<file path="src/verilog/soc_pkg.sv">
package soc_pkg;

  // address map, compared against address[31:16]
  localparam logic [15:0] SRAM_BASE    = 16'h0200;  // 512 words main ram
  localparam logic [15:0] DISPLAY_BASE = 16'h0204;  // display control regs
  localparam logic [15:0] DMA_BASE     = 16'h0205;  // page copy regs

  localparam int SRAM_ADDR_W = 9;   // sram word address
  localparam int REG_OFS_W   = 14;  // address[15:2]
  localparam int PAGE_W      = 16;  // page number and page count
  localparam int LINE_BASE_W = 12;

  localparam logic [1:0] MODE_RESET = 2'd3;  // display mode out of reset

  typedef struct packed {
    logic [31:0] address;
    logic        read;
    logic        write;
    logic [31:0] writedata;
    logic [3:0]  byteenable;
  } bus_req_t;

  typedef struct packed {
    logic [31:0] readdata;
    logic        waitrequest;
  } bus_rsp_t;

  typedef struct packed {
    logic              req;
    logic [PAGE_W-1:0] page;
    logic              buf_sel;  // 0 = buffer a, 1 = buffer b
  } page_cmd_t;

  typedef enum logic [1:0] {REGION_NONE, REGION_SRAM, REGION_DISPLAY, REGION_DMA} region_e;

  typedef enum logic [1:0] {COPY_IDLE, COPY_ISSUE, COPY_WAIT_ACK, COPY_WAIT_RELEASE} copy_state_e;

  typedef enum logic [REG_OFS_W-1:0] {
    DMA_SRC = 0,
    DMA_DST = 1,
    DMA_LEN = 2,
    DMA_GO  = 3
  } dma_reg_e;

  typedef enum logic [REG_OFS_W-1:0] {DISP_MODE = 0, DISP_LINE_BASE = 1, DISP_BLOCK = 2} disp_reg_e;

endpackage
</file>
<file path="src/verilog/display_ctrl.sv">
module display_ctrl (
  input  logic                             clk,
  input  logic                             reset_n,
  input  logic                             wr,
  input  logic [soc_pkg::REG_OFS_W-1:0]    word_ofs,
  input  logic [31:0]                      wdata,
  input  logic                             dma_block,
  output logic [1:0]                       vga_mode,
  output logic [soc_pkg::LINE_BASE_W-1:0]  line_base,
  output logic                             block_display
);

  logic sys_block;  // display blocked by software

  always_ff @(posedge clk or negedge reset_n) begin
    if (!reset_n) begin
      vga_mode  <= soc_pkg::MODE_RESET;
      line_base <= '0;
      sys_block <= 1'b0;
    end else if (wr) begin
      case (soc_pkg::disp_reg_e'(word_ofs))
        soc_pkg::DISP_MODE:      vga_mode  <= wdata[1:0];
        soc_pkg::DISP_LINE_BASE: line_base <= wdata[soc_pkg::LINE_BASE_W-1:0];
        soc_pkg::DISP_BLOCK:     sys_block <= wdata[0];
        default: ;  // other offsets ignored
      endcase
    end
  end

  // either software or a running page copy blanks the screen
  assign block_display = sys_block | dma_block;

endmodule

</file>
<file path="config.mk">
export PLATFORM = sky130hd
export DESIGN_NAME = display_ctrl
export DESIGN_NICKNAME = d
export VERILOG_FILES = /design/src/verilog/soc_pkg.sv /design/src/verilog/display_ctrl.sv
export SDC_FILE = /design/constraint.sdc
export NUM_CORES = 1
export LEC_CHECK = 0
export BUFFER_PORTS_ARGS = -buffer_cell sky130_fd_sc_hd__buf_2
export CELL_PAD_IN_SITES_DETAIL_PLACEMENT = 0
export CELL_PAD_IN_SITES_GLOBAL_PLACEMENT = 1
export CORE_AREA = 2 2 54 56
export DETAILED_ROUTE_END_ITERATION = 8
export DIE_AREA = 0 0 56 58
export PLACE_DENSITY_LB_ADDON = 0.12
export SYNTH_ARGS = -nofsm -noshare
export SYNTH_HDL_FRONTEND = slang
export SYNTH_SLANG_ARGS = --single-unit
</file>
<file path="constraint.sdc">
create_clock -name clk -period 2.3 [get_ports clk]
set_clock_uncertainty 0.05 [all_clocks]
set_input_delay 0.115 -clock clk [delete_from_list [all_inputs] [get_ports clk]]
set_output_delay 0.115 -clock clk [all_outputs]
set_load 0.01 [all_outputs]
</file>
==> flow_summary.yaml <==
clock_tree:
  clockRootBuffer: "clkbuf_4"
  worstSkewPairLatency_ns: 0.27
  cts_hold_buf: 1
  postCtsSetupRepairBufs: 0
  numCtsBuffers: 3
  htree_num_levels: 1
  cts.repair.resized: 0
  clock_sinks: 15
  cts_tree: "built"
  clockBufferDepth: 2
  clkTransAtPathRegs_ns: 0.08
synth:
  ys_ff_latch: 15
  synth_edf_count: 0
  synth_cell_types: 13
  synthTopCellsByArea: "dfrtp_1 (49%), mux2_2 (22%), dfstp_2 (7.9%)"
  synthTopCellsByCount: "dfrtp_1 (13), mux2_2 (13)"
  synth_flop_cell: "dfrtp_1"
  ys_seq_area_frac: 0.568
  yosys.area.top_type: "dfrtp_1"
  netlist.area_leader.share: 0.489
  async_reset_ff_frac: 1.00
  avgSynthCellArea_um2: 16.2
  netlist_area_um2: 666
  yosys_warnings: 0
  syn_nets: 91
  synthCells: 41
power_and_ir_drop:
  leakage_nw: 0.551
  power_uw: 451
  ir_worst_vdd_mv: 0.346
  power_density_nw_per_um2: 460
sta:
  min_period_ns: 1.54
  final-setup-viol-count: 0
  slew_headroom: 0.779
  slew_violations: 0
  tns_ns: 0
  fmax_mhz: 648
  worst_pin_slew_ns: 0.331
  final.period_utilization: 0.671
  hold_violations: 0
  whs_ns: 0.0153
  rsz0062_at_grt: "no"
route:
  drc_errors: 0
  dr.pass1.iters: 2
  wire_per_inst_um: 11.3
  routed_via_density: 4.44
  drt-initial-drc-count: 2
  ant_nets: 0
  routed_wl_mm: 1.39
  vias: 546
final_layout:
  diodes: 0
  instances_no_fill: 123
  area_delta_synth_final_pct: 47.4
  drive_above_1_share: 0.783
  nets: 143
  fin_area_um2: 981
critical_path:
  cp_max_fo: 12
  crit_chain: "buf_2 -> or4b_2 -> nor4_4 -> buf_4 -> mux2_2"
  cp_slowest_stage_delay_ns: 0.69
  cp.required_ns: 2.42
  r2r_cells: 1
  crit_type: "input port to flip-flop"
  slowest_stage: "or4b_2"
  r2r_slack_ns: 1.50
  crit_path_end_kind: "flip-flop"
  arrival_ns: 1.66
  setup.worst_path.start_class: "input port"
  reg2reg_from: "line_base[0]$_DFFE_PN0P_"
  cp-startpoint: "word_ofs[7]"
  reg2reg_to: "line_base[0]$_DFFE_PN0P_"
die:
  rows: 19
  die-area_um2: 3250
  dieWidth_um: 56
  initial_core_util: 0.250
  io_pins: 65
  coreArea_um2: 2660
  dieHeight_um: 58
global_routing:
  grt_antenna_before_repair: 0
  first_global_vias: 533
  grtUsageTotal: 0.0923
  grt_max_degree: 16
  grt_pass1_wl_mm: 2.26
  gr-total-overflow: 0
placed_design:
  numPortBuffers: 44
  gp_congestion: 0.587
  dpl-instance-area_um2: 925
  dp.cells: 116
  hpwl_mm: 1.12
outcome:
  status: "completed"
hold_path:
  hold_path_end: "line_base[10]$_DFFE_PN0P_"
  whs_path_depth: 2
  min-delay-start: "wdata[10]"
  hold_class: "input port to flip-flop"
flow_run:
  drv_cap: 0
-- worst max-delay path: cells and delay by family --
kind / cells / cell delay, ns
simple gates: 2 / 0.83
mux: 1 / 0.35
buf+inv: 2 / 0.34
-- layout by cell type (no fill, tap or decap) --
master | Yosys | routed
dfrtp_1 | 13 | 13
dfstp_2 | 2 | 2
or2_2 | 1 | 1
mux2_4 | 2 | 2
or3_1 | 1 | 1
or4b_4 | 1 | 1
buf_4 | 1 | 1
or4_4 | 2 | 2
nor4_4 | 1 | 1
mux2_2 | 13 | 13
clkbuf_4 | 0 | 3
buf_2 | 0 | 44
or4b_2 | 2 | 2
clkbuf_1 | 0 | 1
dlygate4sd3_1 | 0 | 3
or4_1 | 1 | 1
nor4_1 | 1 | 1
-- where the power goes --
group,internal (mW),total [mW],switching (mW)
combinational,0.0255,0.0420,0.0165
sequential,0.264,0.264,0.000149
clock,0.0672,0.145,0.0778
total,0.357,0.451,0.0944
-- how the worst max path moves through the flow --
stage                                     to  depth (start not counted)  slack [ns]
global placement    line_base[5]$_DFFE_PN0P_                          5        0.46
finish              line_base[7]$_DFFE_PN0P_                          5        0.76
floorplan           line_base[0]$_DFFE_PN0P_                          4        0.58
global route        line_base[8]$_DFFE_PN0P_                          5        0.70
detailed placement  line_base[7]$_DFFE_PN0P_                          5        0.44
CTS                 line_base[5]$_DFFE_PN0P_                          5        0.75
-- kinds of logic (layout without fill, tap and decap cells) --
family | after synthesis | in the layout | share of synthesized area
buffers and inverters | 1 | 52 | 0.0113
muxes | 15 | 15 | 0.265
and+or+nand+nor | 10 | 10 | 0.156
DFF | 15 | 15 | 0.568
-- registers in the layout (all words and copies together) (netlist names) --
signal / cells
line_base: 12
sys_block: 1
vga_mode: 2
-- routing by layer --
layer	wire length [um]	up-vias	global-route usage
li1	-	258	-
met1	546	267	0.101
met2	741	21	0.165
met3	97	0	0.0424
met4	0	0	0.0204
met5	0	-	0
-- through the flow --
step	utilization	setup WS, ns
after floorplan	-	0.576
after global placement	0.347	0.456
after detailed placement	0.347	0.440
after CTS	0.361	0.751
after global routing	0.368	0.697
final	0.368	0.758
-- layout make-up --
| class | count | area, um^2 |
|---|---|---|
| Fill cell | 287 | 1680 |
| Sequential cell | 15 | 378 |
| Multi-Input combinational cell | 25 | 280 |
| Timing Repair Buffer | 48 | 258 |
| Tap cell | 31 | 38.8 |
| Clock buffer | 4 | 26.3 |
Note: power is estimated with default switching activity, not from simulation.
