### src/verilog/soc_pkg.sv
package soc_pkg;

  // address map, compared against address[31:16]
  localparam logic [15:0] SRAM_BASE    = 16'h0200;  // 512 words main ram
  localparam logic [15:0] DISPLAY_BASE = 16'h0204;  // display control regs
  localparam logic [15:0] DMA_BASE     = 16'h0205;  // page copy regs

  localparam int SRAM_ADDR_W = 9;   // sram word address
  localparam int REG_OFS_W   = 14;  // address[15:2]
  localparam int PAGE_W      = 16;  // page number and page count
  localparam int LINE_BASE_W = 12;

  localparam logic [1:0] MODE_RESET = 2'd3;  // display mode out of reset

  typedef struct packed {
    logic [31:0] address;
    logic        read;
    logic        write;
    logic [31:0] writedata;
    logic [3:0]  byteenable;
  } bus_req_t;

  typedef struct packed {
    logic [31:0] readdata;
    logic        waitrequest;
  } bus_rsp_t;

  typedef struct packed {
    logic              req;
    logic [PAGE_W-1:0] page;
    logic              buf_sel;  // 0 = buffer a, 1 = buffer b
  } page_cmd_t;

  typedef enum logic [1:0] {REGION_NONE, REGION_SRAM, REGION_DISPLAY, REGION_DMA} region_e;

  typedef enum logic [1:0] {COPY_IDLE, COPY_ISSUE, COPY_WAIT_ACK, COPY_WAIT_RELEASE} copy_state_e;

  typedef enum logic [REG_OFS_W-1:0] {
    DMA_SRC = 0,
    DMA_DST = 1,
    DMA_LEN = 2,
    DMA_GO  = 3
  } dma_reg_e;

  typedef enum logic [REG_OFS_W-1:0] {DISP_MODE = 0, DISP_LINE_BASE = 1, DISP_BLOCK = 2} disp_reg_e;

endpackage
### src/verilog/bus_decoder.sv
module bus_decoder (
  input  soc_pkg::bus_req_t              bus_req,
  input  soc_pkg::bus_rsp_t              sram_rsp,
  input  soc_pkg::bus_rsp_t              dma_rsp,
  output soc_pkg::bus_rsp_t              bus_rsp,
  output logic                           sram_wr,
  output logic                           sram_rd,
  output logic                           disp_wr,
  output logic                           dma_wr,
  output logic                           dma_sel,
  output logic [soc_pkg::REG_OFS_W-1:0]  word_ofs
);

  soc_pkg::region_e region;
  logic [15:0]      addr_hi;

  assign addr_hi  = bus_req.address[31:16];                 // 64k region select
  assign word_ofs = bus_req.address[soc_pkg::REG_OFS_W+1:2];  // byte addr to word

  always_comb begin
    case (addr_hi)
      soc_pkg::SRAM_BASE:    region = soc_pkg::REGION_SRAM;
      soc_pkg::DISPLAY_BASE: region = soc_pkg::REGION_DISPLAY;
      soc_pkg::DMA_BASE:     region = soc_pkg::REGION_DMA;
      default:               region = soc_pkg::REGION_NONE;  // sdram, timer, uart, spi gone
    endcase
  end

  assign sram_wr = (region == soc_pkg::REGION_SRAM) && bus_req.write;
  assign sram_rd = (region == soc_pkg::REGION_SRAM) && bus_req.read;
  assign disp_wr = (region == soc_pkg::REGION_DISPLAY) && bus_req.write;
  assign dma_sel = (region == soc_pkg::REGION_DMA) && (bus_req.read || bus_req.write);
  assign dma_wr  = (region == soc_pkg::REGION_DMA) && bus_req.write;

  // response back to the master
  always_comb begin
    case (region)
      soc_pkg::REGION_SRAM: bus_rsp = sram_rsp;
      soc_pkg::REGION_DMA:  bus_rsp = dma_rsp;   // may stall while a copy runs
      default:              bus_rsp = '0;        // display and unmapped, zero data, no wait
    endcase
  end

  // at most one slave strobe per cycle, so the master never mixes read and write
  a_one_strobe: assert final ($onehot0({sram_wr, sram_rd, disp_wr, dma_wr}));

endmodule

### config.mk
export PLATFORM = sky130hd
export DESIGN_NAME = bus_decoder
export DESIGN_NICKNAME = d
export VERILOG_FILES = /design/src/verilog/soc_pkg.sv /design/src/verilog/bus_decoder.sv
export SDC_FILE = /design/constraint.sdc
export NUM_CORES = 1
export LEC_CHECK = 0
export ABC_CLOCK_PERIOD_IN_PS = 1400
export BUFFER_PORTS_ARGS = -buffer_cell sky130_fd_sc_hd__buf_4
export CORE_AREA = 2 2 72 74
export DETAILED_ROUTE_END_ITERATION = 10
export DIE_AREA = 0 0 74 76
export GPL_TIMING_DRIVEN = 1
export PLACE_DENSITY = 0.69
export SLEW_MARGIN = 15
export SYNTH_ARGS = -nofsm -noshare
export SYNTH_HDL_FRONTEND = slang
export SYNTH_SLANG_ARGS = --single-unit
export TNS_END_PERCENT = 30
### constraint.sdc
create_clock -name vclk -period 1.4
set_clock_uncertainty 0.15 [all_clocks]
set_input_delay 0.07 -clock vclk [all_inputs]
set_output_delay 0.07 -clock vclk [all_outputs]
set_load 0.05 [all_outputs]
==> impl_metrics.py, run 1 <==
metrics = {
    "die": {
        "rows": 26,
        "die_x_um": 74,
        "core_area_um2": 4910,
        "die_h_um": 76,
        "dieArea_um2": 5620,
        "pin_count": 188,
        "initial_core_util_pct": 21.3,
    },
    "sta": {
        "hold_viol": 0,
        "whs_ps": 370,
        "period_share_pct": 109,
        "rsz0062_at_grt": "yes",
        "slew_viol_final": 0,
        "slew-limit-headroom_pct": 65.6,
        "layout_setup_ws_ps": -122,
        "final.setup.tns_ps": -3450,
        "clock.fmax_ghz": 0.657,
        "period_needed_ps": 1520,
        "worst_slew_pin_slew_ps": 514,
        "setup_viol": 38,
    },
    "critical_path": {
        "cp_max_fo": 5,
        "cp.required_ps": 1180,
        "path_buf_inv": 3,
        "cp-startpoint": "bus_req[64]",
        "start_kind": "primary input",
        "crit_slowest_cell": "nor4b_4",
        "worstPathCellList": "buf_6 > nor4b_4 > buf_4 > nand4_4 > nor4b_4 > buf_6",
        "crit_arrival_ps": 1300,
        "max_stage_delay_ps": 350,
        "endpoint_kind": "primary output",
        "crit_family": "simple AND/OR/NAND/NOR gates",
        "path_class": "primary input to primary output",
    },
    "synth": {
        "yosysUniqueCellTypes": 20,
        "synth_area_leader_cell": "mux2i_1",
        "yosysTopAreaCellShare_pct": 31.6,
        "netlist_area_um2": 1050,
        "avgSynthCellArea_um2": 9.60,
        "synth_area_leaders": "mux2i_1, nor3_2, buf_4, buf_12, nor4_4",
        "syn-num-nets": 245,
        "postSynthCellCount": 109,
        "ys_seq_area_share_pct": 0,
        "yosys_warnings": 0,
    },
    "route": {
        "first_pass_iters": 3,
        "vias_per_cell": 4.38,
        "wl_um": 4280,
        "first_iter_violations": 42,
        "post_drt_wl_per_cell_um": 13.7,
        "via_count": 1370,
        "remaining_drc_errors": 0,
        "ant_nets": 0,
    },
    "final_layout": {
        "area_growth_pct": 172,
        "fin_area_um2": 2850,
        "nFlopsAndLatches": 0,
        "ff_latch_area_um2": 0,
        "drive_gt1_share_pct": 84.0,
        "nNetsFinal": 381,
        "fin_cells": 313,
        "insertedDiodeCount": 0,
        "clock_buffers": 0,
        "fin_util_pct": 57.9,
    },
    "global_route": {
        "track_usage_pct": 14.4,
        "grt_pass1_vias": 1378,
        "grt_max_degree": 21,
        "antenna_found_initial": 0,
        "grt_pass1_wl_um": 6620,
        "gr-total-overflow": 0,
    },
    "pwr": {
        "peakVddDrop_uv": 126,
        "power_mw": 0.522,
        "leakagePower_nw": 1.37,
        "p_per_area_nw_per_um2": 183,
    },
    "placed_design": {
        "globalplace.congestion": 0.711,
        "place_area_um2": 2250,
        "dp_cells": 289,
        "dp_slack_ps": -222,
        "dp_hpwl_um": 3130,
        "port_buffers": 122,
    },
    "status": {
        "status": "finished with violations",
        "violations": "negative setup slack",
    },
    "hold_path": {
        "hp-start": "bus_req[37]",
        "min_path_type": "primary input to primary output",
    },
    "job": {
        "cap_viol_max_count": 0,
    },
}
## final timing paths
kind / endpoint / slack, ps / cells after the start
min: sram_rd / 370 / 3
max: sram_rd / -120 / 6
## what timing repair did
item | in CTS | in global routing
setup endpoints to repair | 38 | 38
pin swaps | 41 | 0
hold buffers | 14 | 0
buffers inserted | 6 | 0
gates resized for setup | 69 | 5
endpoints found under the hold margin | 14 | 0
cloned | 4 | 0
## report_power, final
| group | switching, mW | internal (mW) |
|---|---|---|
| clock | 0 | 0 |
| sequential | 0 | 0 |
| combinational | 0.246 | 0.276 |
| total | 0.246 | 0.276 |
## cells in the final DEF, fill, tap and decap left out, drive strengths merged
master,count
a21oi,1
buf,145
dlygate4sd3,14
mux2i,33
nand2,2
nand3,2
nand3b,1
nand4,1
nor2,3
nor3,34
nor3b,1
nor4,2
nor4b,3
xnor2,1
## logic make-up after synthesis
group	Yosys count	share of synthesized area, %
buf+inv	25	21.9
compound gates	1	0.478
simple gates	49	45.2
xor+xnor	1	0.837
mux	33	31.6
## synth_stat cells
master and count:
mux2i_1 33, nor3_2 30, buf_4 16, nor3_1 4
buf_12 3, buf_2 3, buf_6 3, nor2_1 3
nor4_4 2, nor4b_1 2, a21oi_1 1, nand2_1 1
nand2_2 1, nand3_1 1, nand3_2 1, nand3b_1 1
nand4_2 1, nor3b_2 1, nor4b_4 1, xnor2_1 1
## routing by layer
metal  global-route usage, %  routed length [um]
met5                       0                   0
met4                   0.545                  20
met3                   0.926                 354
met2                    29.3                2450
met1                    16.5                1460
## cell type report
cell class | count | area (um2)
fill | 419 | 2070
timing repair buffer | 159 | 1590
multi-input combinational | 84 | 1160
tap | 70 | 87.6
## worst min-delay path: stages
cell and delay (ps):
buf_4 110, nor4b_4 120, buf_6 140
(Power assumes the default switching activity.)
==> inputs of run 2 (changes only) <==
--- a/config.mk
+++ b/config.mk
@@ -7,11 +7,13 @@
 export LEC_CHECK = 0
 export ABC_CLOCK_PERIOD_IN_PS = 1400
 export BUFFER_PORTS_ARGS = -buffer_cell sky130_fd_sc_hd__buf_4
-export CORE_AREA = 2 2 72 74
+export CELL_PAD_IN_SITES_DETAIL_PLACEMENT = 0
+export CELL_PAD_IN_SITES_GLOBAL_PLACEMENT = 1
+export CORE_MARGIN = 2
+export CORE_UTILIZATION = 16
 export DETAILED_ROUTE_END_ITERATION = 10
-export DIE_AREA = 0 0 74 76
 export GPL_TIMING_DRIVEN = 1
-export PLACE_DENSITY = 0.69
+export PLACE_DENSITY = 0.84
 export SLEW_MARGIN = 15
 export SYNTH_ARGS = -nofsm -noshare
 export SYNTH_HDL_FRONTEND = slang
==> run 2 against run 1 <==
The run still ends with negative setup slack left. Cell count is 3.8% higher. Combinational power is 5.6% higher. Clock-buffer cell count stayed put. Global-route usage is 2.2 points lower. Flip-flop and latch count stayed put. Final area is 5.4% higher. Largest power group unchanged. Highest routed layer is now met3.
==> impl_metrics.py, run 2 (synthesis gave the netlist of run 1 again) <==
metrics = {
    "die": {
        "pin_count": 188,
        "core_area_um2": 6350,
        "rows": 29,
        "die_x_um": 84.9,
        "dieArea_um2": 7200,
        "initial_core_util_pct": 16.5,
        "die_h_um": 84.9,
    },
    "placed_design": {
        "place_area_um2": 2280,
        "globalplace.congestion": 0.639,
        "dp_hpwl_um": 3140,
        "dp_cells": 295,
        "port_buffers": 122,
    },
    "final_layout": {
        "drive_gt1_share_pct": 84.7,
        "area_growth_pct": 187,
        "insertedDiodeCount": 0,
        "nFlopsAndLatches": 0,
        "multi_input_area_um2": 1180,
        "clock_buffers": 0,
        "ff_latch_area_um2": 0,
        "fin_area_um2": 3000,
        "final_cell_mix": "buf_4, buf_6, nor3_4",
        "nNetsFinal": 386,
        "fin_cells": 325,
        "mostFrequentLayoutCell": "buf_4",
        "fillCellCount": 584,
    },
    "sta": {
        "final.setup.tns_ps": -4630,
        "setup_viol": 38,
        "layout_setup_ws_ps": -148,
        "slew-limit-headroom_pct": 65.6,
        "clock.fmax_ghz": 0.646,
        "period_share_pct": 111,
        "period_needed_ps": 1550,
        "worst_slew_pin_slew_ps": 514,
        "hold_viol": 0,
        "rsz0062_at_grt": "yes",
        "slew_viol_final": 0,
    },
    "status": {
        "violations": "negative setup slack",
        "status": "finished with violations",
    },
    "route": {
        "ant_nets": 0,
        "vias_per_cell": 4.39,
        "remaining_drc_errors": 0,
        "via_count": 1427,
        "first_iter_violations": 15,
        "wl_um": 4930,
        "first_pass_iters": 3,
        "post_drt_wl_per_cell_um": 15.2,
    },
    "pwr": {
        "leakagePower_nw": 1.44,
        "peakVddDrop_uv": 131,
        "p_per_area_nw_per_um2": 184,
        "power_mw": 0.551,
    },
    "critical_path": {
        "endpoint_kind": "primary output",
        "path_class": "primary input to primary output",
        "start_kind": "primary input",
        "cp.required_ps": 1180,
        "crit_arrival_ps": 1330,
        "cp-startpoint": "bus_req[68]",
        "cp_max_fo": 7,
    },
    "job": {
        "cap_viol_max_count": 0,
    },
    "global_route": {
        "antenna_found_initial": 0,
        "track_usage_pct": 12.1,
        "grtUsageMet3_pct": 2.14,
        "grtUsageMet2_pct": 25.9,
        "grt_pass1_wl_um": 7230,
        "busiest_layer": "met2",
        "grt_util_met1_pct": 12.9,
        "grt_max_degree": 20,
        "grt_pass1_vias": 1501,
        "gr-total-overflow": 0,
    },
    "hold_path": {
        "min_path_type": "primary input to primary output",
        "hp-start": "bus_req[37]",
    },
}
-- run 2: cell types whose count changed in the layout (fill, tap and decap cells not counted), sizes merged --
cell / change
clkbuf: +3
buf: +2
-- run 2: area by class of cell --
class | count | area share, %
Multi-Input combinational cell | 84 | 39.2
Tap cell | 77 | 3.21
Timing Repair Buffer | 164 | 57.6
-- run 2: what timing repair did --
action | 4_1_cts | 5_1_grt
pin swaps | 42 | 1
hold buffers | 14 | 0
endpoints found under the hold margin | 14 | 0
cloned | 5 | 3
gates resized for setup | 73 | 3
endpoints found under the setup margin | 38 | 38
setup buffers | 6 | 2
-- run 2: final timing paths --
kind                 endpoint  slack (ps)  cells past startpoint
setup / recovery  bus_rsp[14]        -150                      7
hold / removal        sram_rd         370                      3
-- run 2: where the power goes --
part	internal [mW]	total (mW)	switching, mW
combinational	0.295	0.551	0.256
sequential	0	0	0
clock	0	0	0
-- run 2: metal layers --
layer	share of wire [%]	up-vias	wire (um)
li1	-	677	-
met5	0	-	0
met3	9.4	0	463
met2	57	96	2820
met4	0	0	0
met1	33	654	1640
-- run 2: stage by stage --
stage               worst slack [ps]  hold slack, ps  utilization (%)
floorplan                       -164            56.7                -
global placement                -194           -9.63             35.9
detailed placement              -242           -9.63             35.9
CTS                             -131             373             45.6
global route                    -198             375             47.2
finish                          -148             369             47.2
-- run 2: critical path: stages --
cell       delay, ps
buf_8            100
nor4_4           270
buf_4            170
nand2_4          120
clkbuf_16        220
nor3_4           190
buf_6            180
