--- src/verilog/soc_pkg.sv ---
package soc_pkg;

  // address map, compared against address[31:16]
  localparam logic [15:0] SRAM_BASE    = 16'h0200;  // 512 words main ram
  localparam logic [15:0] DISPLAY_BASE = 16'h0204;  // display control regs
  localparam logic [15:0] DMA_BASE     = 16'h0205;  // page copy regs

  localparam int SRAM_ADDR_W = 9;   // sram word address
  localparam int REG_OFS_W   = 14;  // address[15:2]
  localparam int PAGE_W      = 16;  // page number and page count
  localparam int LINE_BASE_W = 12;

  localparam logic [1:0] MODE_RESET = 2'd3;  // display mode out of reset

  typedef struct packed {
    logic [31:0] address;
    logic        read;
    logic        write;
    logic [31:0] writedata;
    logic [3:0]  byteenable;
  } bus_req_t;

  typedef struct packed {
    logic [31:0] readdata;
    logic        waitrequest;
  } bus_rsp_t;

  typedef struct packed {
    logic              req;
    logic [PAGE_W-1:0] page;
    logic              buf_sel;  // 0 = buffer a, 1 = buffer b
  } page_cmd_t;

  typedef enum logic [1:0] {REGION_NONE, REGION_SRAM, REGION_DISPLAY, REGION_DMA} region_e;

  typedef enum logic [1:0] {COPY_IDLE, COPY_ISSUE, COPY_WAIT_ACK, COPY_WAIT_RELEASE} copy_state_e;

  typedef enum logic [REG_OFS_W-1:0] {
    DMA_SRC = 0,
    DMA_DST = 1,
    DMA_LEN = 2,
    DMA_GO  = 3
  } dma_reg_e;

  typedef enum logic [REG_OFS_W-1:0] {DISP_MODE = 0, DISP_LINE_BASE = 1, DISP_BLOCK = 2} disp_reg_e;

endpackage
--- src/verilog/dma_regs.sv ---
module dma_regs (
  input  logic                           clk,
  input  logic                           reset_n,
  input  logic                           wr,
  input  logic                           sel,
  input  logic [soc_pkg::REG_OFS_W-1:0]  word_ofs,
  input  logic [31:0]                    wdata,
  input  logic                           job_done,
  output soc_pkg::bus_rsp_t              rsp,
  output logic                           job_go,
  output logic [soc_pkg::PAGE_W-1:0]     src_page,
  output logic [soc_pkg::PAGE_W-1:0]     dst_page,
  output logic [soc_pkg::PAGE_W-1:0]     page_len
);

  logic wr_ok;

  assign wr_ok = wr && !job_go;  // stalled writes land after the job

  always_ff @(posedge clk) begin
    if (wr_ok) begin
      case (soc_pkg::dma_reg_e'(word_ofs))
        soc_pkg::DMA_SRC: src_page <= wdata[soc_pkg::PAGE_W-1:0];
        soc_pkg::DMA_DST: dst_page <= wdata[soc_pkg::PAGE_W-1:0];
        soc_pkg::DMA_LEN: page_len <= wdata[soc_pkg::PAGE_W-1:0];  // last step index
        default: ;  // go handled below
      endcase
    end
  end

  // job request flag, set by software, cleared by the engine
  always_ff @(posedge clk or negedge reset_n) begin
    if (!reset_n) begin
      job_go <= 1'b0;
    end else if (job_done) begin
      job_go <= 1'b0;
    end else if (wr_ok && (word_ofs == soc_pkg::DMA_GO)) begin
      job_go <= 1'b1;  // data value ignored
    end
  end

  assign rsp.readdata    = '0;             // write only block
  assign rsp.waitrequest = sel && job_go;  // hold the master until done

endmodule

--- config.mk ---
export PLATFORM = sky130hd
export DESIGN_NAME = dma_regs
export DESIGN_NICKNAME = d
export VERILOG_FILES = /design/src/verilog/soc_pkg.sv /design/src/verilog/dma_regs.sv
export SDC_FILE = /design/constraint.sdc
export NUM_CORES = 1
export LEC_CHECK = 0
export BUFFER_PORTS_ARGS = -buffer_cell sky130_fd_sc_hd__buf_2
export CAP_MARGIN = 0
export CORE_ASPECT_RATIO = 2
export CORE_MARGIN = 8
export CORE_UTILIZATION = 40
export CTS_CLUSTER_SIZE = 10
export DETAILED_ROUTE_END_ITERATION = 12
export PLACE_DENSITY = 0.88
export SYNTH_ARGS = -nofsm -noshare
export SYNTH_HDL_FRONTEND = slang
export SYNTH_SLANG_ARGS = --single-unit
export TNS_END_PERCENT = 5
--- constraint.sdc ---
create_clock -name clk -period 2.9 [get_ports clk]
set_input_delay 0.58 -clock clk [delete_from_list [all_inputs] [get_ports clk]]
set_output_delay 0.58 -clock clk [all_outputs]
set_load 0.01 [all_outputs]
==> results.yml, run 1 <==
sta:
  finalWorstSetupSlack_ps: 1233
  fmax_mhz: 599.7
  hold_violations: 0
  clock-skew-final_ps: 1.870
  rsz0062_at_grt: "no"
  fin_crit_sh_pct: 57.50
  tns_ps: 0
  setup_viol_count_final: 0
  fin_crit_ps: 1667
  drv_slew: 0
synthesis:
  synth.cell_area_um2: 1818
  yosys-top-cells-area: "edfxtp_1, buf_4, dfrtp_1"
  netlist_top_cells_count: "edfxtp_1, buf_4, nor2_1"
  async_reset_ff_share_pct: 2.041
  yosysWarnings: 0
  post_synth_num_cell_types: 14
  synth_top_area_share_pct: 79.28
  synth_edf_count: 48
  postSynthAreaPerCell_um2: 18.74
  yosysSeqAreaShare_pct: 80.66
  synth_top_cell_by_area: "edfxtp_1"
  synthFlopType: "edfxtp_1"
  synth_cells: 97
  synth_most_common_cell: "edfxtp_1"
  synth_seq_cells: 49
final_layout:
  insertedDiodeCount: 0
  fill_cells: 376
  drive_above_1_share_pct: 52.36
  post-route-util_pct: 52.54
  synthToLayoutAreaGrowth_pct: 26.63
  layout.cells.non_filler: 245
  nNetsFinal: 241
route:
  wl_per_cell_um: 14.33
  vias: 1032
  drt-pass1-iter-count: 3
  drc: 0
  routed_via_density: 4.212
  drt_iter0_markers: 27
  drt-total-wl_mm: 3.512
  ant_nets: 0
placed_design:
  place_congestion: 0.6649
  dp_hpwl_mm: 2.991
  dp_cells: 237
  portBuffers: 84
  place_ws_ps: 901.3
global_routing:
  grt_first_pass_wirelength_mm: 5.492
  grt_use_met2_pct: 15.94
  grt_use_met3_pct: 6.426
  busiest_layer: "met2"
  grt_pass1_vias: 1170
  grt_max_degree: 17
  antenna_found_initial: 0
  grt_util_met1_pct: 8.857
  grt_overflow: 0
  gr-usage-all-layers_pct: 9.796
floorplan:
  ios: 133
  num_rows: 34
  die_w_um: 63.67
  die_y_um: 111.3
  dieArea_um2: 7089
  initial_core_util_pct: 41.49
  core_um2: 4382
pwr:
  p_leak_nw: 0.9591
  ir_worst_vdd_uv: 205.7
  p_per_area_nw_per_um2: 517.6
clock_network:
  root_buffer: "clkbuf_8"
  ctsHoldBuffers: 0
  cts-buffers-inserted: 5
  clk_pin_slew_ps: 80
  clk_latency_ps: 280
  htree_num_levels: 2
  cts_resized: 0
  cts_tree: "built"
  cts_setup_buffers: 0
  cts_sinks: 49
  clockBufferDepth: 2
critical_path:
  cp-end-kind: "register"
  crit_fanout: 16
  crit_path_start_kind: "primary input"
  required_ps: 2870
  critPathKind: "primary input to register"
  arrival_ps: 1640
flow_run:
  maxCapViolations: 0
hold_path:
  hp-class: "primary input to async pin"
run_status:
  status: "finished, final reports clean"
path summary, 6_finish.rpt:
path,from,to,slack (ps),cells after the start
min,reset_n,job_go$_DFFE_PN0P_,60,1
min in group clk,wdata[13],src_page[13]$_DFFE_PP_,490,1
max in group asynchronous,reset_n,job_go$_DFFE_PN0P_,2760,1
min reg2reg,job_go$_DFFE_PN0P_,job_go$_DFFE_PN0P_,610,2
max reg2reg,job_go$_DFFE_PN0P_,src_page[9]$_DFFE_PP_,1250,3
max,word_ofs[3],page_len[3]$_DFFE_PP_,1230,5
metrics by stage:
stage	hold slack (ps)	area [um2]	power [mW]
after floorplan	284.4	1934	0.8463
after global placement	355.0	2215	0.8416
after detailed placement	358.2	2215	0.8445
after CTS	41.81	2302	1.207
after global routing	40.15	2302	1.240
final	56.79	2302	1.192
critical path, stage by stage:
cell and delay [ps]:
buf_2 100, nor4_2 310, nand4_1 200, nor3_2 180, buf_4 270
sequential cells by signal, indices dropped and copies added (netlist names):
| register | cells |
|---|---|
| page_len | 16 |
| dst_page | 16 |
| job_go | 1 |
| src_page | 16 |
area by class of cell:
class	count	area (um2)	share of cell area, %
Tap cell	54	67.56	2.935
Sequential cell	49	1466	63.70
Multi-Input combinational cell	47	237.7	10.33
Clock inverter	2	15.01	0.6522
Clock buffer	6	72.57	3.152
Timing Repair Buffer	87	442.9	19.24
power breakdown:
group | total, mW | internal [mW] | switching (mW)
combinational | 0.0546 | 0.0187 | 0.0359
clock | 0.361 | 0.170 | 0.192
sequential | 0.776 | 0.776 | 0.00000768
total | 1.19 | 0.964 | 0.228
layout by cell type (no fill, tap or decap):
cell | synthesis | layout
clkinvlp_4 | 0 | 2
nor3b_1 | 1 | 1
conb_1 | 1 | 32
nor3_2 | 0 | 2
and2_1 | 1 | 1
edfxtp_1 | 48 | 48
clkbuf_8 | 0 | 5
nor4_2 | 2 | 2
dfrtp_1 | 1 | 1
or3b_2 | 1 | 1
buf_2 | 0 | 84
nand3b_1 | 1 | 1
nor2_1 | 3 | 3
clkbuf_1 | 0 | 1
nand4_1 | 2 | 2
o31ai_2 | 1 | 1
nand2b_1 | 1 | 1
buf_4 | 32 | 3
logic make-up (layout without fill, tap and decap cells):
| logic type | after synthesis | after routing | share of synthesized area (%) |
|---|---|---|---|
| compound gates | 1 | 1 | 0.6881 |
| buf+inv | 32 | 95 | 13.21 |
| other cells | 1 | 32 | 0.2063 |
| simple gates | 14 | 14 | 5.231 |
| flops | 49 | 49 | 80.66 |
metal layers:
metal	vias to the layer above	routed length [um]
li1	476	-
met1	464	1212
met2	86	1741
met3	6	482
met4	0	75
met5	-	0
No activity file was read; power rests on OpenSTA's default activity.
==> inputs of run 2 (changes only) <==
CORE_UTILIZATION = 36   (was 40)
PLACE_DENSITY = 0.84   (was 0.88)
clock period = 1.4 ns   (was 2.9 ns; I/O delays follow)
==> results.yml, run 2 (same netlist as run 1, synthesis figures left out) <==
run_status:
  status: "complete, but fails checks"
  violations: "setup timing"
sta:
  fmax_mhz: 669.2
  finalWorstSetupSlack_ps: -94.26
  drv_slew: 0
  fin_crit_ps: 1494
  rsz0062_at_grt: "yes"
  setup_viol_count_final: 48
  hold_violations: 0
  whs_ps: 192.6
  fin_crit_sh_pct: 106.7
  clock-skew-final_ps: 7.027
  tns_ps: -2007
critical_path:
  critPathBufInv: 1
  worst_path_max_delay_cell: "or3b_4"
  rr_startpoint: "job_go$_DFFE_PN0P_"
  arrival_ps: 1490
  ff2ff_path_depth: 3
  required_ps: 1400
  critPathKind: "register to register"
  cp-end-kind: "register"
  cp.depth: 3
  reg2reg_slack_ps: -90
  reg2reg_to: "src_page[5]$_DFFE_PP_"
  crit_family: "simple AND/OR/NAND/NOR gates"
  cpPeakStageDelay_ps: 400
  crit_chain: "or3b_4, nor3_4, buf_12"
  crit_path_start_kind: "register"
  crit_fanout: 16
global_routing:
  grt_max_degree: 17
  grt_use_met2_pct: 15.81
  grt_util_met1_pct: 10.51
  grt_pass1_vias: 1235
  grt_first_pass_wirelength_mm: 5.733
  grt_use_met3_pct: 2.690
  gr-usage-all-layers_pct: 9.856
  grt_overflow: 0
  antenna_found_initial: 0
  busiest_layer: "met2"
flow_run:
  maxCapViolations: 0
route:
  vias: 1066
  routed_via_density: 4.197
  drt_iter0_markers: 34
  ant_nets: 0
  drc: 0
  drt-pass1-iter-count: 4
  wl_per_cell_um: 15.22
  drt-total-wl_mm: 3.865
hold_path:
  hp-start: "job_done"
  whs_endpoint: "job_go$_DFFE_PN0P_"
  hold_depth: 2
  hp-class: "primary input to register"
floorplan:
  initial_core_util_pct: 37.37
  core_um2: 4865
  dieArea_um2: 7718
  ios: 133
  num_rows: 36
  die_y_um: 116.5
  die_w_um: 66.25
final_layout:
  insertedDiodeCount: 0
  fill_cells: 441
  mostFrequentLayoutCells: "buf_2, edfxtp_1, conb_1, clkbuf_8, buf_4"
  final_common_cell: "buf_2"
  drive_above_1_share_pct: 52.79
  largest_registers: "dst_page: 16 flops, page_len: 16 flops, src_page: 16 flops"
  synthToLayoutAreaGrowth_pct: 33.38
  multi_input_area_um2: 272.8
  seqCellArea_um2: 1466
  nNetsFinal: 247
clock_network:
  clockBufferDepth: 2
  htree_num_levels: 2
  clk_latency_ps: 290
  cts_tree: "built"
  root_buffer: "clkbuf_8"
  cts_sinks: 49
  clk_pin_slew_ps: 80
  cts-buffers-inserted: 5
pwr:
  p_leak_nw: 1.015
  ir_worst_vdd_uv: 573.9
  p_per_area_nw_per_um2: 1022
placed_design:
  place_ws_ps: -347.6
  dp_hpwl_mm: 3.279
  place_congestion: 0.7035
  portBuffers: 84
run 2: how the worst max path moves through the flow:
stage	startpoint	endpoint	slack, ps
global route	job_go$_DFFE_PN0P_	src_page[5]$_DFFE_PP_	-150
CTS	job_go$_DFFE_PN0P_	src_page[5]$_DFFE_PP_	-100
detailed placement	word_ofs[3]	page_len[8]$_DFFE_PP_	-350
global placement	word_ofs[3]	page_len[8]$_DFFE_PP_	-300
floorplan	job_go$_DFFE_PN0P_	src_page[0]$_DFFE_PP_	-320
finish	job_go$_DFFE_PN0P_	src_page[5]$_DFFE_PP_	-90
run 2: per-stage QoR:
stage,power (mW),std cells,area (um2),util (%)
floorplan,1.757,128,1979,-
global placement,1.761,245,2328,47.87
detailed placement,1.768,245,2328,47.87
CTS,2.498,254,2425,49.85
global route,2.582,254,2425,49.85
finish,2.479,254,2425,49.85
run 2: power breakdown:
group / internal (mW) / switching (mW)
clock: 0.354 / 0.381
sequential: 1.61 / 0.0000168
combinational: 0.0503 / 0.0857
run 2: area by class of cell:
cell class / instances / share of cell area, %
sequential: 49 / 60.47
timing repair buffer: 93 / 22.03
multi-input combinational: 47 / 11.25
clock buffer: 8 / 3.302
tap: 57 / 2.941
run 2: what timing repair did:
item / CTS / global route
pin swaps: 0 / 1
hold endpoints to repair: 1 / 0
gates cloned: 0 / 0
hold buffers: 1 / 0
setup buffers: 0 / 0
gates resized for setup: 1 / 0
setup endpoints to repair: 48 / 49
run 2: metal layers:
| layer | vias up | routed length, um | share of wire [%] |
|---|---|---|---|
| met1 | 476 | 1389 | 36 |
| met3 | 8 | 464 | 12 |
| li1 | 491 | - | - |
| met5 | - | 0 | 0 |
| met4 | 0 | 124 | 3.2 |
| met2 | 91 | 1888 | 49 |
==> inputs of run 3 (changes only) <==
CORE_UTILIZATION = 40   (was 36)
PLACE_DENSITY = 0.88   (was 0.84)
clock period = 1.5 ns   (was 1.4 ns; I/O delays follow)
==> results.yml, run 3 (same netlist as run 1, synthesis figures left out) <==
clock_network:
  cts_resized: 0
  root_buffer: "clkbuf_8"
  clockBufferDepth: 2
  cts_setup_buffers: 0
  cts_tree: "built"
  clk_pin_slew_ps: 80
  cts_sinks: 49
  cts-buffers-inserted: 5
  htree_num_levels: 2
  clk_latency_ps: 280
route:
  drc: 0
  drt_iter0_markers: 27
  drt-total-wl_mm: 3.589
  ant_nets: 0
  vias: 1049
  routed_via_density: 4.230
  wl_per_cell_um: 14.47
  drt-pass1-iter-count: 4
floorplan:
  num_rows: 34
  ios: 133
  initial_core_util_pct: 41.49
  die_y_um: 111.3
  dieArea_um2: 7089
  core_um2: 4382
  die_w_um: 63.67
global_routing:
  grt_util_met1_pct: 9.868
  gr-usage-all-layers_pct: 10.37
  antenna_found_initial: 1
  grt_use_met3_pct: 5.221
  grt_use_met2_pct: 16.55
  grt_max_degree: 17
  grt_first_pass_wirelength_mm: 5.871
  busiest_layer: "met2"
  grt_overflow: 0
  grt_pass1_vias: 1259
placed_design:
  place_congestion: 0.6702
  placed_area_um2: 2310
  place_ws_ps: -254.7
  dp_cells: 240
  dp_hpwl_mm: 3.019
  portBuffers: 84
final_layout:
  fin_area_um2: 2424
  synthToLayoutAreaGrowth_pct: 33.31
  nNetsFinal: 245
  layout.cells.non_filler: 248
  drive_above_1_share_pct: 53.61
  post-route-util_pct: 55.31
  insertedDiodeCount: 0
  largest_registers: "dst_page: 16 flops, page_len: 16 flops, src_page: 16 flops"
  mostFrequentLayoutCells: "buf_2, edfxtp_1, conb_1, clkbuf_8"
  final_common_cell: "buf_2"
sta:
  fin_crit_sh_pct: 98.81
  whs_ps: 213.5
  tns_ps: 0
  fmax_mhz: 674.7
  rsz0062_at_grt: "yes"
  hold_violations: 0
  clock-skew-final_ps: 3.274
  drv_slew: 0
  setup_viol_count_final: 0
  fin_crit_ps: 1482
  finalWorstSetupSlack_ps: 17.83
run_status:
  status: "finished, final reports clean"
pwr:
  total_power_mw: 2.462
  clock_power_share_pct: 34.2
  p_leak_nw: 1.019
  ir_worst_vdd_uv: 577.4
  swShare_pct: 17.73
  pwr-share-comb_pct: 4.9
  p_sw_uw: 436.5
  internal_power_mw: 2.026
  sequentialPowerShare_pct: 60.9
  p_per_area_nw_per_um2: 1016
critical_path:
  crit_chain: "or3b_4, nor3_4, buf_12"
  crit_path_start_kind: "register"
  critPathKind: "register to register"
  arrival_ps: 1480
  crit_fanout: 16
  required_ps: 1500
  cp-end-kind: "register"
  worst_path_max_delay_cell: "or3b_4"
  critPathBufInv: 1
  crit_family: "simple AND/OR/NAND/NOR gates"
  cpPeakStageDelay_ps: 400
flow_run:
  maxCapViolations: 0
hold_path:
  hp-class: "primary input to register"
[run 3: final timing paths]
check / slack [ps] / start / cells past startpoint / endpoint
worst max-delay path: 20 / job_go$_DFFE_PN0P_ / 3 / src_page[9]$_DFFE_PP_
worst min-delay path: 210 / wdata[4] / 1 / page_len[4]$_DFFE_PP_
worst max register to register: 20 / job_go$_DFFE_PN0P_ / 3 / src_page[9]$_DFFE_PP_
worst min register to register: 650 / job_go$_DFFE_PN0P_ / 3 / job_go$_DFFE_PN0P_
max in group asynchronous: 1070 / reset_n / 2 / job_go$_DFFE_PN0P_
min in group asynchronous: 340 / reset_n / 2 / job_go$_DFFE_PN0P_
[run 3: what timing repair did]
action,in CTS,in global routing
hold buffers,1,0
endpoints found under the hold margin,1,0
setup endpoints to repair,0,32
[run 3: cell type report]
cell class / count / area (um2)
clock buffer: 5 / 68.82
clock inverter: 2 / 35.03
fill: 375 / 1958
multi-input combinational: 47 / 272.8
sequential: 49 / 1466
tap: 54 / 67.56
timing repair buffer: 91 / 513.0
[run 3: worst reg2reg max path, delay by kind of cell (launching register included)]
kind,cells,cell delay (ps)
flops,1,390
simple gates,2,620
buf+inv,1,180
[run 3: per-layer routing]
layer | part of all wire [%] | up-vias
met2 | 49 | 85
met4 | 3.3 | 2
met5 | 0.36 | -
li1 | - | 482
met3 | 13 | 8
met1 | 35 | 472
[run 3: power by group through the flow]
stage / Sequential, mW / Clock (mW) / Combinational, mW
after floorplan: 1.53 / 0 / 0.109
after global placement: 1.53 / 0 / 0.106
after detailed placement: 1.53 / 0 / 0.114
after CTS: 1.50 / 0.866 / 0.116
after global routing: 1.50 / 0.921 / 0.133
final: 1.50 / 0.843 / 0.120
