===== src/verilog/soc_pkg.sv =====
package soc_pkg;

  // address map, compared against address[31:16]
  localparam logic [15:0] SRAM_BASE    = 16'h0200;  // 512 words main ram
  localparam logic [15:0] DISPLAY_BASE = 16'h0204;  // display control regs
  localparam logic [15:0] DMA_BASE     = 16'h0205;  // page copy regs

  localparam int SRAM_ADDR_W = 9;   // sram word address
  localparam int REG_OFS_W   = 14;  // address[15:2]
  localparam int PAGE_W      = 16;  // page number and page count
  localparam int LINE_BASE_W = 12;

  localparam logic [1:0] MODE_RESET = 2'd3;  // display mode out of reset

  typedef struct packed {
    logic [31:0] address;
    logic        read;
    logic        write;
    logic [31:0] writedata;
    logic [3:0]  byteenable;
  } bus_req_t;

  typedef struct packed {
    logic [31:0] readdata;
    logic        waitrequest;
  } bus_rsp_t;

  typedef struct packed {
    logic              req;
    logic [PAGE_W-1:0] page;
    logic              buf_sel;  // 0 = buffer a, 1 = buffer b
  } page_cmd_t;

  typedef enum logic [1:0] {REGION_NONE, REGION_SRAM, REGION_DISPLAY, REGION_DMA} region_e;

  typedef enum logic [1:0] {COPY_IDLE, COPY_ISSUE, COPY_WAIT_ACK, COPY_WAIT_RELEASE} copy_state_e;

  typedef enum logic [REG_OFS_W-1:0] {
    DMA_SRC = 0,
    DMA_DST = 1,
    DMA_LEN = 2,
    DMA_GO  = 3
  } dma_reg_e;

  typedef enum logic [REG_OFS_W-1:0] {DISP_MODE = 0, DISP_LINE_BASE = 1, DISP_BLOCK = 2} disp_reg_e;

endpackage

===== src/verilog/page_copy_engine.sv =====
module page_copy_engine (
  input  logic                        clk,
  input  logic                        reset_n,
  input  logic                        blanking,
  input  logic                        job_go,
  input  logic [soc_pkg::PAGE_W-1:0]  src_page,
  input  logic [soc_pkg::PAGE_W-1:0]  dst_page,
  input  logic [soc_pkg::PAGE_W-1:0]  page_len,
  input  logic                        rd_ack,
  input  logic                        wr_ack,
  output soc_pkg::page_cmd_t          rd_page,
  output soc_pkg::page_cmd_t          wr_page,
  output logic                        dma_block,
  output logic                        job_done
);

  soc_pkg::copy_state_e        state;
  logic [1:0]                  blank_sync;  // two flop synchronizer
  logic                        blank_prev;
  logic                        blank_rise;
  logic [soc_pkg::PAGE_W-1:0]  step;        // 0 .. page_len
  logic                        acks_low;

  assign blank_rise = blank_sync[1] && !blank_prev;
  assign acks_low   = !rd_ack && !wr_ack;

  always_ff @(posedge clk or negedge reset_n) begin
    if (!reset_n) begin
      blank_sync <= '0;
      blank_prev <= 1'b0;
    end else begin
      blank_sync <= {blank_sync[0], blanking};
      blank_prev <= blank_sync[1];
    end
  end

  always_ff @(posedge clk or negedge reset_n) begin
    if (!reset_n) begin
      state     <= soc_pkg::COPY_IDLE;
      step      <= '0;
      rd_page   <= '0;
      wr_page   <= '0;
      dma_block <= 1'b0;
      job_done  <= 1'b0;
    end else begin
      job_done <= 1'b0;  // single cycle pulse
      case (state)
        soc_pkg::COPY_IDLE: begin
          // job_done still high here while job_go clears, so no restart
          if (job_go && !job_done && blank_rise) begin
            step            <= '0;
            rd_page.page    <= src_page;
            rd_page.buf_sel <= 1'b0;           // first read into buffer a
            wr_page.page    <= dst_page - 1'b1;  // pre-decremented, bumps before use
            wr_page.buf_sel <= 1'b1;
            dma_block       <= 1'b1;
            state           <= soc_pkg::COPY_ISSUE;
          end
        end
        soc_pkg::COPY_ISSUE: begin
          if (acks_low) begin
            rd_page.req <= 1'b1;
            wr_page.req <= (step != '0);  // buffer empty on step 0
            state       <= soc_pkg::COPY_WAIT_ACK;
          end
        end
        soc_pkg::COPY_WAIT_ACK: begin
          if (rd_ack && (wr_ack || !wr_page.req)) begin  // all active reqs answered
            rd_page.req <= 1'b0;
            wr_page.req <= 1'b0;
            state       <= soc_pkg::COPY_WAIT_RELEASE;
          end
        end
        soc_pkg::COPY_WAIT_RELEASE: begin
          if (acks_low) begin
            if (step == page_len) begin  // final write done
              dma_block <= 1'b0;
              job_done  <= 1'b1;
              state     <= soc_pkg::COPY_IDLE;
            end else begin
              step            <= step + 1'b1;
              rd_page.page    <= rd_page.page + 1'b1;
              rd_page.buf_sel <= !rd_page.buf_sel;  // ping pong
              wr_page.page    <= wr_page.page + 1'b1;
              wr_page.buf_sel <= !wr_page.buf_sel;
              state           <= soc_pkg::COPY_ISSUE;
            end
          end
        end
        default: state <= soc_pkg::COPY_IDLE;
      endcase
    end
  end

  // responder must see ack before req goes away
  a_rd_hold: assert property (@(posedge clk) disable iff (!reset_n)
    rd_page.req && !rd_ack |=> rd_page.req);
  a_wr_hold: assert property (@(posedge clk) disable iff (!reset_n)
    wr_page.req && !wr_ack |=> wr_page.req);
  a_no_wr_step0: assert property (@(posedge clk) disable iff (!reset_n)
    wr_page.req |-> (step != '0));

endmodule


===== config.mk =====
export PLATFORM = sky130hd
export DESIGN_NAME = page_copy_engine
export DESIGN_NICKNAME = d
export VERILOG_FILES = /design/src/verilog/soc_pkg.sv /design/src/verilog/page_copy_engine.sv
export SDC_FILE = /design/constraint.sdc
export NUM_CORES = 1
export LEC_CHECK = 0
export BUFFER_PORTS_ARGS = -buffer_cell sky130_fd_sc_hd__clkbuf_2
export CORE_UTILIZATION = 58
export DETAILED_ROUTE_END_ITERATION = 16
export PLACE_DENSITY = 0.95
export SYNTH_ARGS = -nofsm -noshare
export SYNTH_HDL_FRONTEND = slang
export SYNTH_SLANG_ARGS = --single-unit

===== constraint.sdc =====
create_clock -name clk -period 5.7 [get_ports clk]
set_clock_uncertainty 0.2 [all_clocks]
set_input_delay 0.285 -clock clk [delete_from_list [all_inputs] [get_ports clk]]
set_output_delay 0.285 -clock clk [all_outputs]
set_load 0.01 [all_outputs]

==> results.md, run 1 <==
Outcome:
- The run finished with clean final reports.

STA:
- The slew at the pin closest to its max-slew limit is approximately 950 ps.
- The total count of hold-check failures in the final report came to 0.
- The sum of negative setup slack is 0 ps.
- Setup repair after global routing left no endpoint under its margin.
- The final worst-path cycle share is 49.36%.
- The final worst setup slack is 2887 ps.
- The highest attainable clock frequency is 355.5 MHz.
- The final number of setup-violating endpoints is 0.
- The max-slew headroom at the worst pin is 36.72%.
- The post-route minimum period is 2813 ps.
- The final max-slew violation count is 0.

Detailed routing:
- The number of optimization iterations in the first detailed-route pass is 5.
- Dividing the detail-routed via count by the number of cells gives 6.603.
- The average wire per cell in the routed design is ~17 µm.
- The remaining design rule violation count is 0.
- The remaining number of nets flagged by the antenna check after routing is 0.
- The via count is 4041.
- In this run, the number of DRC markers left after iteration 0 of detailed routing was 415.
- The routed wire length is 10670 µm.

Power:
- Cell internal power was estimated by the tool at 1.219 mW.
- Combinational logic burns 49.8% of the power.
- Of the total power, the clock network draws between 10% and 20%.
- For this design the total switching power over the nets is 1.036 mW.
- The share of power burned in registers is about a third.
- Total power for the finished layout comes to around 2.3 mW.
- The leakage power total is 2.163 nW.
- In this run switching power makes up 45.95% of total power.
- Power spread over the standard cell area amounts to 486.1 nW/µm².
- The peak supply drop is 0.0002671 V.

Yosys:
- Counting distinct cell types in the post-synthesis netlist gives 62.
- Yosys printed 0 warnings.
- The most used flip-flop cell after synthesis is dfrtp_1.
- Of the synthesized area, sequential elements account for 36.85%.
- The cell area after synthesis is 4006 µm².
- The synthesized flop and latch total is 59.
- The share of flip-flops with an asynchronous set or reset after synthesis is 100.0%.
- The synthesized design contains 0 enable-type register cells.
- The post-synthesis average cell area is 8.903 µm².
- The net count after synthesis is 513.
- Counting every instance in the synthesized netlist gives 450.

Min path:
- The path with the worst hold slack has its endpoint at rd_page[6]$_DFFE_PN0P_.
- The type of the worst min-delay path is input port to register.
- The startpoint identified for the worst hold timing path is src_page[5].
- Along the worst hold path, the cell count comes to 2.

Setup path:
- Of all nets on the critical path, the largest fanout is 21.
- The cell family contributing the most delay on the critical path is simple AND/OR/NAND/NOR gates.
- The type of the worst setup path is register to register.
- The worst register-to-register path begins at state[0]$_DFFE_PN0P_.
- The destination of the worst register-to-register timing path is wr_page[9]$_DFFE_PN0P_.
- The worst reg-to-reg setup slack is slightly below 3000 ps.
- Traced cell by cell, the critical path runs through inv_1, ha_1, o31ai_1, nand2_1, nor2_1, a41o_1, a21oi_1.
- At the worst endpoint, the required time is 5700 ps.
- The critical-path cell with the highest stage delay is nand2_1.
- The buffer and inverter count on the worst path is 1.
- At the worst endpoint, the arrival time is between 2000 and 3000 ps.
- STA classifies the critical path endpoint as a register.
- The sort of element at the start of the critical path is a register.
- Counting buffers and inverters, the worst setup path is 7 cells deep.
- The largest stage delay on the critical path is 590 ps.
- Counting cells, the worst reg-to-reg path comes to 7.

Global route:
- The via count of the first global-routing pass is 3774.
- Entering global routing, the biggest net connects 60 pins.
- In the global route stage, overall resource usage came out at between 30% and 40%.
- The first global-routing pass estimated 17720 µm of wire.
- The number of antenna violations at the first check in global routing is 0.
- For this run the aggregate overflow at the end of global routing stands at 0.

Placed design:
- The placed instances occupy a cell area of between 4000 and 5000 µm².
- Summed over all nets, the half-perimeter wirelength after detailed placement is 7449 µm.
- At the end of routability-driven placement, the weighted congestion stood at roughly 0.84.
- Prior to clock tree synthesis, the placed netlist has a worst setup slack of between 2000 and 3000 ps.
- The number of port buffers is 91.

Die:
- The floorplan step set the die width to approximately 85 µm.
- The initial utilization of the core area, before any placement, comes to 61.68%.
- The floorplan die area is 7244 µm².
- 92 I/O pins were placed.
- The total number of placement rows is 29.
- The core area is 6495 µm².
- The y dimension of the die is 85.11 µm.

Clocking:
- The clock-pin transition on the worst setup and hold timing paths is around 70 ps.
- TritonCTS built the clock tree.
- The H-tree was split into 3 levels.
- The number of buffers created by CTS is 9.
- Clock tree synthesis selected as its root buffer the cell clkbuf_8.
- In this run, post-CTS hold repair placed 4 buffers.
- The worst-case clock buffer depth is 2.
- Post-CTS timing repair inserted 0 buffers for setup.
- The post-cts sizing count is 0.
- The total clock sinks is 59.
- At the later pin of the worst-skew pair, clock insertion delay measures 350 ps.

Finish:
- In the layout the commonest cells are clkbuf_2, dfrtp_1, nand2_1, a21oi_1, o22ai_1.
- The number of nets in the layout is 593.
- 0 antenna diodes ended up in the layout.
- The finished cells cover 4638 µm².
- The most common cell after layout, fill and taps aside is clkbuf_2.
- The area growth from synthesis to layout is 15.77%.
- At the end of the flow the core is filled with cells to between 70% and 80%.
- The post-route netlist has 23.74% of its cells at a drive strength greater than 1.

Run:
- The number of violations of the max-capacitance limit is 0.
==> registers in the layout, indices dropped and copies added (netlist names) <==
| name | cells |
|---|---|
| rd_page | 18 |
| dma_block | 1 |
| step | 16 |
| state | 2 |
| job_done | 1 |
| blank_sync | 2 |
| blank_prev | 1 |
| wr_page | 18 |
==> worst max-delay path by stage <==
stage	from	slack, ps	to
floorplan	state[1]$_DFFE_PN0P_	3480	rd_page[16]$_DFFE_PN0P_
global placement	state[1]$_DFFE_PN0P_	3050	wr_page[3]$_DFFE_PN0P_
detailed placement	state[0]$_DFFE_PN0P_	2960	wr_page[9]$_DFFE_PN0P_
CTS	state[1]$_DFFE_PN0P_	2950	wr_page[3]$_DFFE_PN0P_
global route	state[0]$_DFFE_PN0P_	2700	wr_page[4]$_DFFE_PN0P_
finish	state[0]$_DFFE_PN0P_	2890	wr_page[9]$_DFFE_PN0P_
==> layer usage <==
layer / global-route usage [%] / vias to the layer above / routed length [µm]
met1: 39.95 / 1889 / 4309
met5: 0 / - / 0
met4: 16.80 / 0 / 318
li1: - / 1873 / -
met2: 50.95 / 244 / 5222
met3: 3.891 / 35 / 821
==> worst reg2reg max path, stage by stage, from the launching register on <==
cell     delay, ps
dfrtp_1        380
inv_1          120
ha_1           300
o31ai_1        190
nand2_1        590
nor2_1         590
a41o_1         250
a21oi_1         60
==> Yosys cell counts, types with 5 or more instances <==
cell type,count,area (µm²)
o22ai_1,25,156.4
clkbuf_1,12,45.04
xnor2_1,7,61.31
a31oi_1,9,56.30
o21ai_0,23,115.1
nor2_1,21,78.83
xor2_1,23,201.4
or3_1,7,43.79
mux2i_1,14,140.1
nand3_1,19,95.09
nor4_1,6,37.54
ha_1,9,112.6
and3_1,18,112.6
dfrtp_1,59,1476
and4_1,8,70.07
a41oi_1,5,43.79
nand4_1,18,112.6
a21oi_1,35,175.2
inv_1,13,48.80
buf_2,10,50.05
a31o_2,6,52.55
nand2_1,38,142.6
==> final cells by class <==
class	instances	area, µm²
well taps	77	96.34
clock buffers	14	162.7
clock inverters	2	10.01
multi-input cells	347	2315
flip-flops and latches	59	1476
fillers	478	1857
repair buffers	99	525.5
inverters	14	52.55
==> through the flow <==
step | hold WS, ps | cells
global route | 30.94 | 612
floorplan | -210.6 | 450
detailed placement | 134.7 | 592
global placement | 132.4 | 592
finish | 11.07 | 612
CTS | 8.023 | 612
==> kinds of logic after synthesis <==
logic type,after synthesis,share of synthesized area (%)
and+or+nand+nor,157,21.96
AOI/OAI and AO/OA,136,22.67
DFF,59,36.85
buffers and inverters,44,5.371
xor gates and xnor gates,30,6.558
muxes,15,3.779
adders and majority gates,9,2.811
==> power by group through the flow <==
| stage | sequential [mW] | clock [mW] | combinational, mW |
|---|---|---|---|
| finish | 0.789 | 0.343 | 1.12 |
| global route | 0.816 | 0.365 | 1.23 |
| global placement | 0.775 | 0 | 1.06 |
| detailed placement | 0.788 | 0 | 1.11 |
| CTS | 0.781 | 0.344 | 1.12 |
| floorplan | 0.789 | 0 | 0.761 |
Power figures use the tool's default switching activity.
==> run 2, diff against run 1 <==
Settings changed: CORE_UTILIZATION 58 to 55, PLACE_DENSITY 0.95 to 0.93.
Clock period 5.7 ns to 2.9 ns, I/O delays scaled along.
==> run 2 against run 1 <==
Worst hold slack worse by 2.0 ps. Combinational power grew 110%. Non-clock buffer count up 30. Global-route usage up 1.3 points. Largest cell class unchanged. Total power grew 100%. Critical path depth up 2. Sequential share of layout area down 2.1 points.
==> results.md, run 2 (synthesized netlist as in run 1, its figures left out) <==
Outcome:
- The flow ran to the end, and the final reports show no timing, DRC or antenna violations.

Placed design:
- After legalization and detailed placement, the total HPWL measured 7659 µm.
- The number of port buffers is 91.
- At the end of routability-driven placement, the weighted congestion stood at 0.8768.

Clocking:
- The H-tree was split into 3 levels.
- The number of setup buffers added after CTS is 0.
- The worst-case clock buffer depth is 2.
- The insertion delay of the later-clocked pin in the worst-skew pair is 350 ps.
- The TritonCTS clock tree is yes.
- The number of buffers created by CTS is 9.
- The number of buffers inserted for hold repair after clock tree synthesis is 28.
- The library cell used as clock root buffer is clkbuf_8.
- The post-cts sizing count is 0.
- The clock drives 59 sinks.
- After clock tree synthesis, the clock-pin slew on the worst setup and hold paths is 70 ps.

Die:
- The core region is approximately 6900 µm².
- The starting density of the core is 58.01%.
- The horizontal die dimension is 87.35 µm.
- During I/O placement, the number of pins put on the boundary was 92.
- The y dimension of the die is 87.35 µm.
- The die covers 7629 µm².
- The total number of placement rows is 30.

STA:
- The final worst-path cycle share is 86.75%.
- Setup repair after global routing left no endpoint under its margin.
- For the pin with the worst max-slew slack, the measured transition is 757.2 ps.
- The sum of negative setup slack is 0 ps.
- Setup violations remaining at the end of the flow were counted as 0.
- The final max-slew violation count is 0.
- The total count of hold-check failures in the final report is 0.
- Headroom to the max-slew limit came out at 49.52%.
- The highest attainable clock frequency is 397.5 MHz.
- The clock period could shrink to 2516 ps.

Detailed routing:
- The via count is 4227.
- In the routed design, unresolved DRC markers number 0.
- Dividing the detail-routed wire length by the instance count gives 17.76 µm.
- Using the TritonRoute via totals, the vias-per-cell ratio works out to 6.395.
- The DRC violation total after the first TritonRoute iteration is between 300 and 400.
- The number of optimization iterations in the first detailed-route pass is 5.
- The routed wire length is 11740 µm.
- The detail route stage leaves a number of antenna-violating nets equal to 0.

Power:
- For this design the static power due to leakage is 2.301 nW.
- Dividing total power by cell area gives a power density of 923.6 nW/µm².
- The peak supply drop is 0.0006020 V.

Setup path:
- The destination of the worst register-to-register timing path is wr_page[7]$_DFFE_PN0P_.
- The largest stage delay on the critical path is 430 ps.
- The data arrival time of the critical path is ~2600 ps.
- For this design, the slowest cell found on the critical path is nor2_2.
- At the worst endpoint, the required time is 2960 ps.
- The nature of the critical path endpoint is a register.
- The worst-path maximum fanout is 20.
- The buffer and inverter count on the worst path is 3.
- The signal on the critical path passes through inv_1, ha_1, inv_1, o21ai_1, nand2_1, buf_4, nor2_2, nor2_1, a22oi_1.
- The sort of element at the start of the critical path is a register.
- In this design, the critical path's most frequently occurring cell is inv_1.
- The worst setup path is of the register to register kind.
- For the worst flop-to-flop path, the logic depth is 9.
- The worst reg-to-reg setup slack is 380 ps.
- Grouping stages by cell kind, the critical path spends the most delay in simple AND/OR/NAND/NOR gates.
- The reg-to-reg critical path startpoint is state[0]$_DFFE_PN0P_.

Finish:
- In the final design database the tool counted 623 nets.
- The largest registers in the layout are rd_page x18, wr_page x18, step x16.
- Fill cells in the final layout number 526.
- Relative to the synthesized area, the layout overhead comes to 24.02%.
- Of the cells placed in the final design, the portion with a size suffix greater than 1 is 23.76%.
- Once layout is complete, the utilization of the core stands at 71.94%.
- In the layout the commonest cells are clkbuf_2, dfrtp_1, nand2_1, a21oi_1, dlygate4sd3_1.
- Leaving out fill and tap cells, the most frequent cell in the layout is clkbuf_2.

Min path:
- The end point of the worst hold path is wr_page[14]$_DFFE_PN0P_.
- The worst hold path passes through 4 cells.
- The startpoint identified for the worst hold timing path is dst_page[13].
- The min-delay analysis places its worst path in the category input port to register.

Global route:
- The first global-routing pass estimated 18910 µm of wire.
- The via count of the first global-routing pass is 3975.
- Global routing used 32.27% of the available tracks across all layers.
- The number of antenna violations at the first check in global routing was 1.
- Global routing finished with a remaining overflow of 0.
- Entering global routing, the biggest net connects 60 pins.

Run:
- Max-cap violations in this run came to 0.
[run 2: worst min-delay path, cell delays in order]
cell and delay [ps]:
clkbuf_2 120, xnor2_1 70, o22ai_1 100, a21oi_1 60
[run 2: layout make-up]
cell class	count	area, µm²	area share (%)
Multi-Input combinational cell	347	2315	46.59
Antenna cell	1	2.502	0.05037
Timing Repair Buffer	129	823.3	16.57
Tap cell	96	120.1	2.418
Inverter	14	52.55	1.058
Sequential cell	59	1476	29.72
Clock inverter	2	10.01	0.2015
Clock buffer	13	168.9	3.400
[run 2: power by group]
part / switching, mW / internal [mW] / total [mW]
clock: 0.320 / 0.373 / 0.692
sequential: 0.446 / 1.12 / 1.57
combinational: 1.34 / 0.988 / 2.33
[run 2: through the flow]
stage / setup WS (ps) / total power, mW / instance area [µm²] / std cells / hold slack, ps
after floorplan: 683.9 / 3.047 / 4006 / 450 / -350.6
after global placement: 530.5 / 3.659 / 4507 / 617 / 61.33
after detailed placement: 426.7 / 3.784 / 4507 / 617 / 55.58
after CTS: 406.1 / 4.522 / 4966 / 660 / 3.095
after global routing: 209.2 / 4.890 / 4969 / 661 / 13.32
final: 384.1 / 4.589 / 4969 / 661 / 9.116
[run 2: routing by layer]
| metal | global-route usage, % | wire, µm |
|---|---|---|
| met4 | 16.69 | 459 |
| met3 | 5.403 | 960 |
| met1 | 40.53 | 4593 |
| met5 | 0 | 0 |
| met2 | 53.41 | 5726 |
[run 2: worst max-delay path by stage]
stage,startpoint,to,slack (ps),cells past startpoint
2_1_floorplan,state[1]$_DFFE_PN0P_,rd_page[16]$_DFFE_PN0P_,680,9
3_3_place_gp,state[0]$_DFFE_PN0P_,rd_page[5]$_DFFE_PN0P_,530,9
3_5_place_dp,state[0]$_DFFE_PN0P_,wr_page[7]$_DFFE_PN0P_,430,9
4_1_cts,state[0]$_DFFE_PN0P_,wr_page[7]$_DFFE_PN0P_,410,9
5_1_grt,state[0]$_DFFE_PN0P_,wr_page[10]$_DFFE_PN0P_,210,9
6_report,state[0]$_DFFE_PN0P_,wr_page[7]$_DFFE_PN0P_,380,9
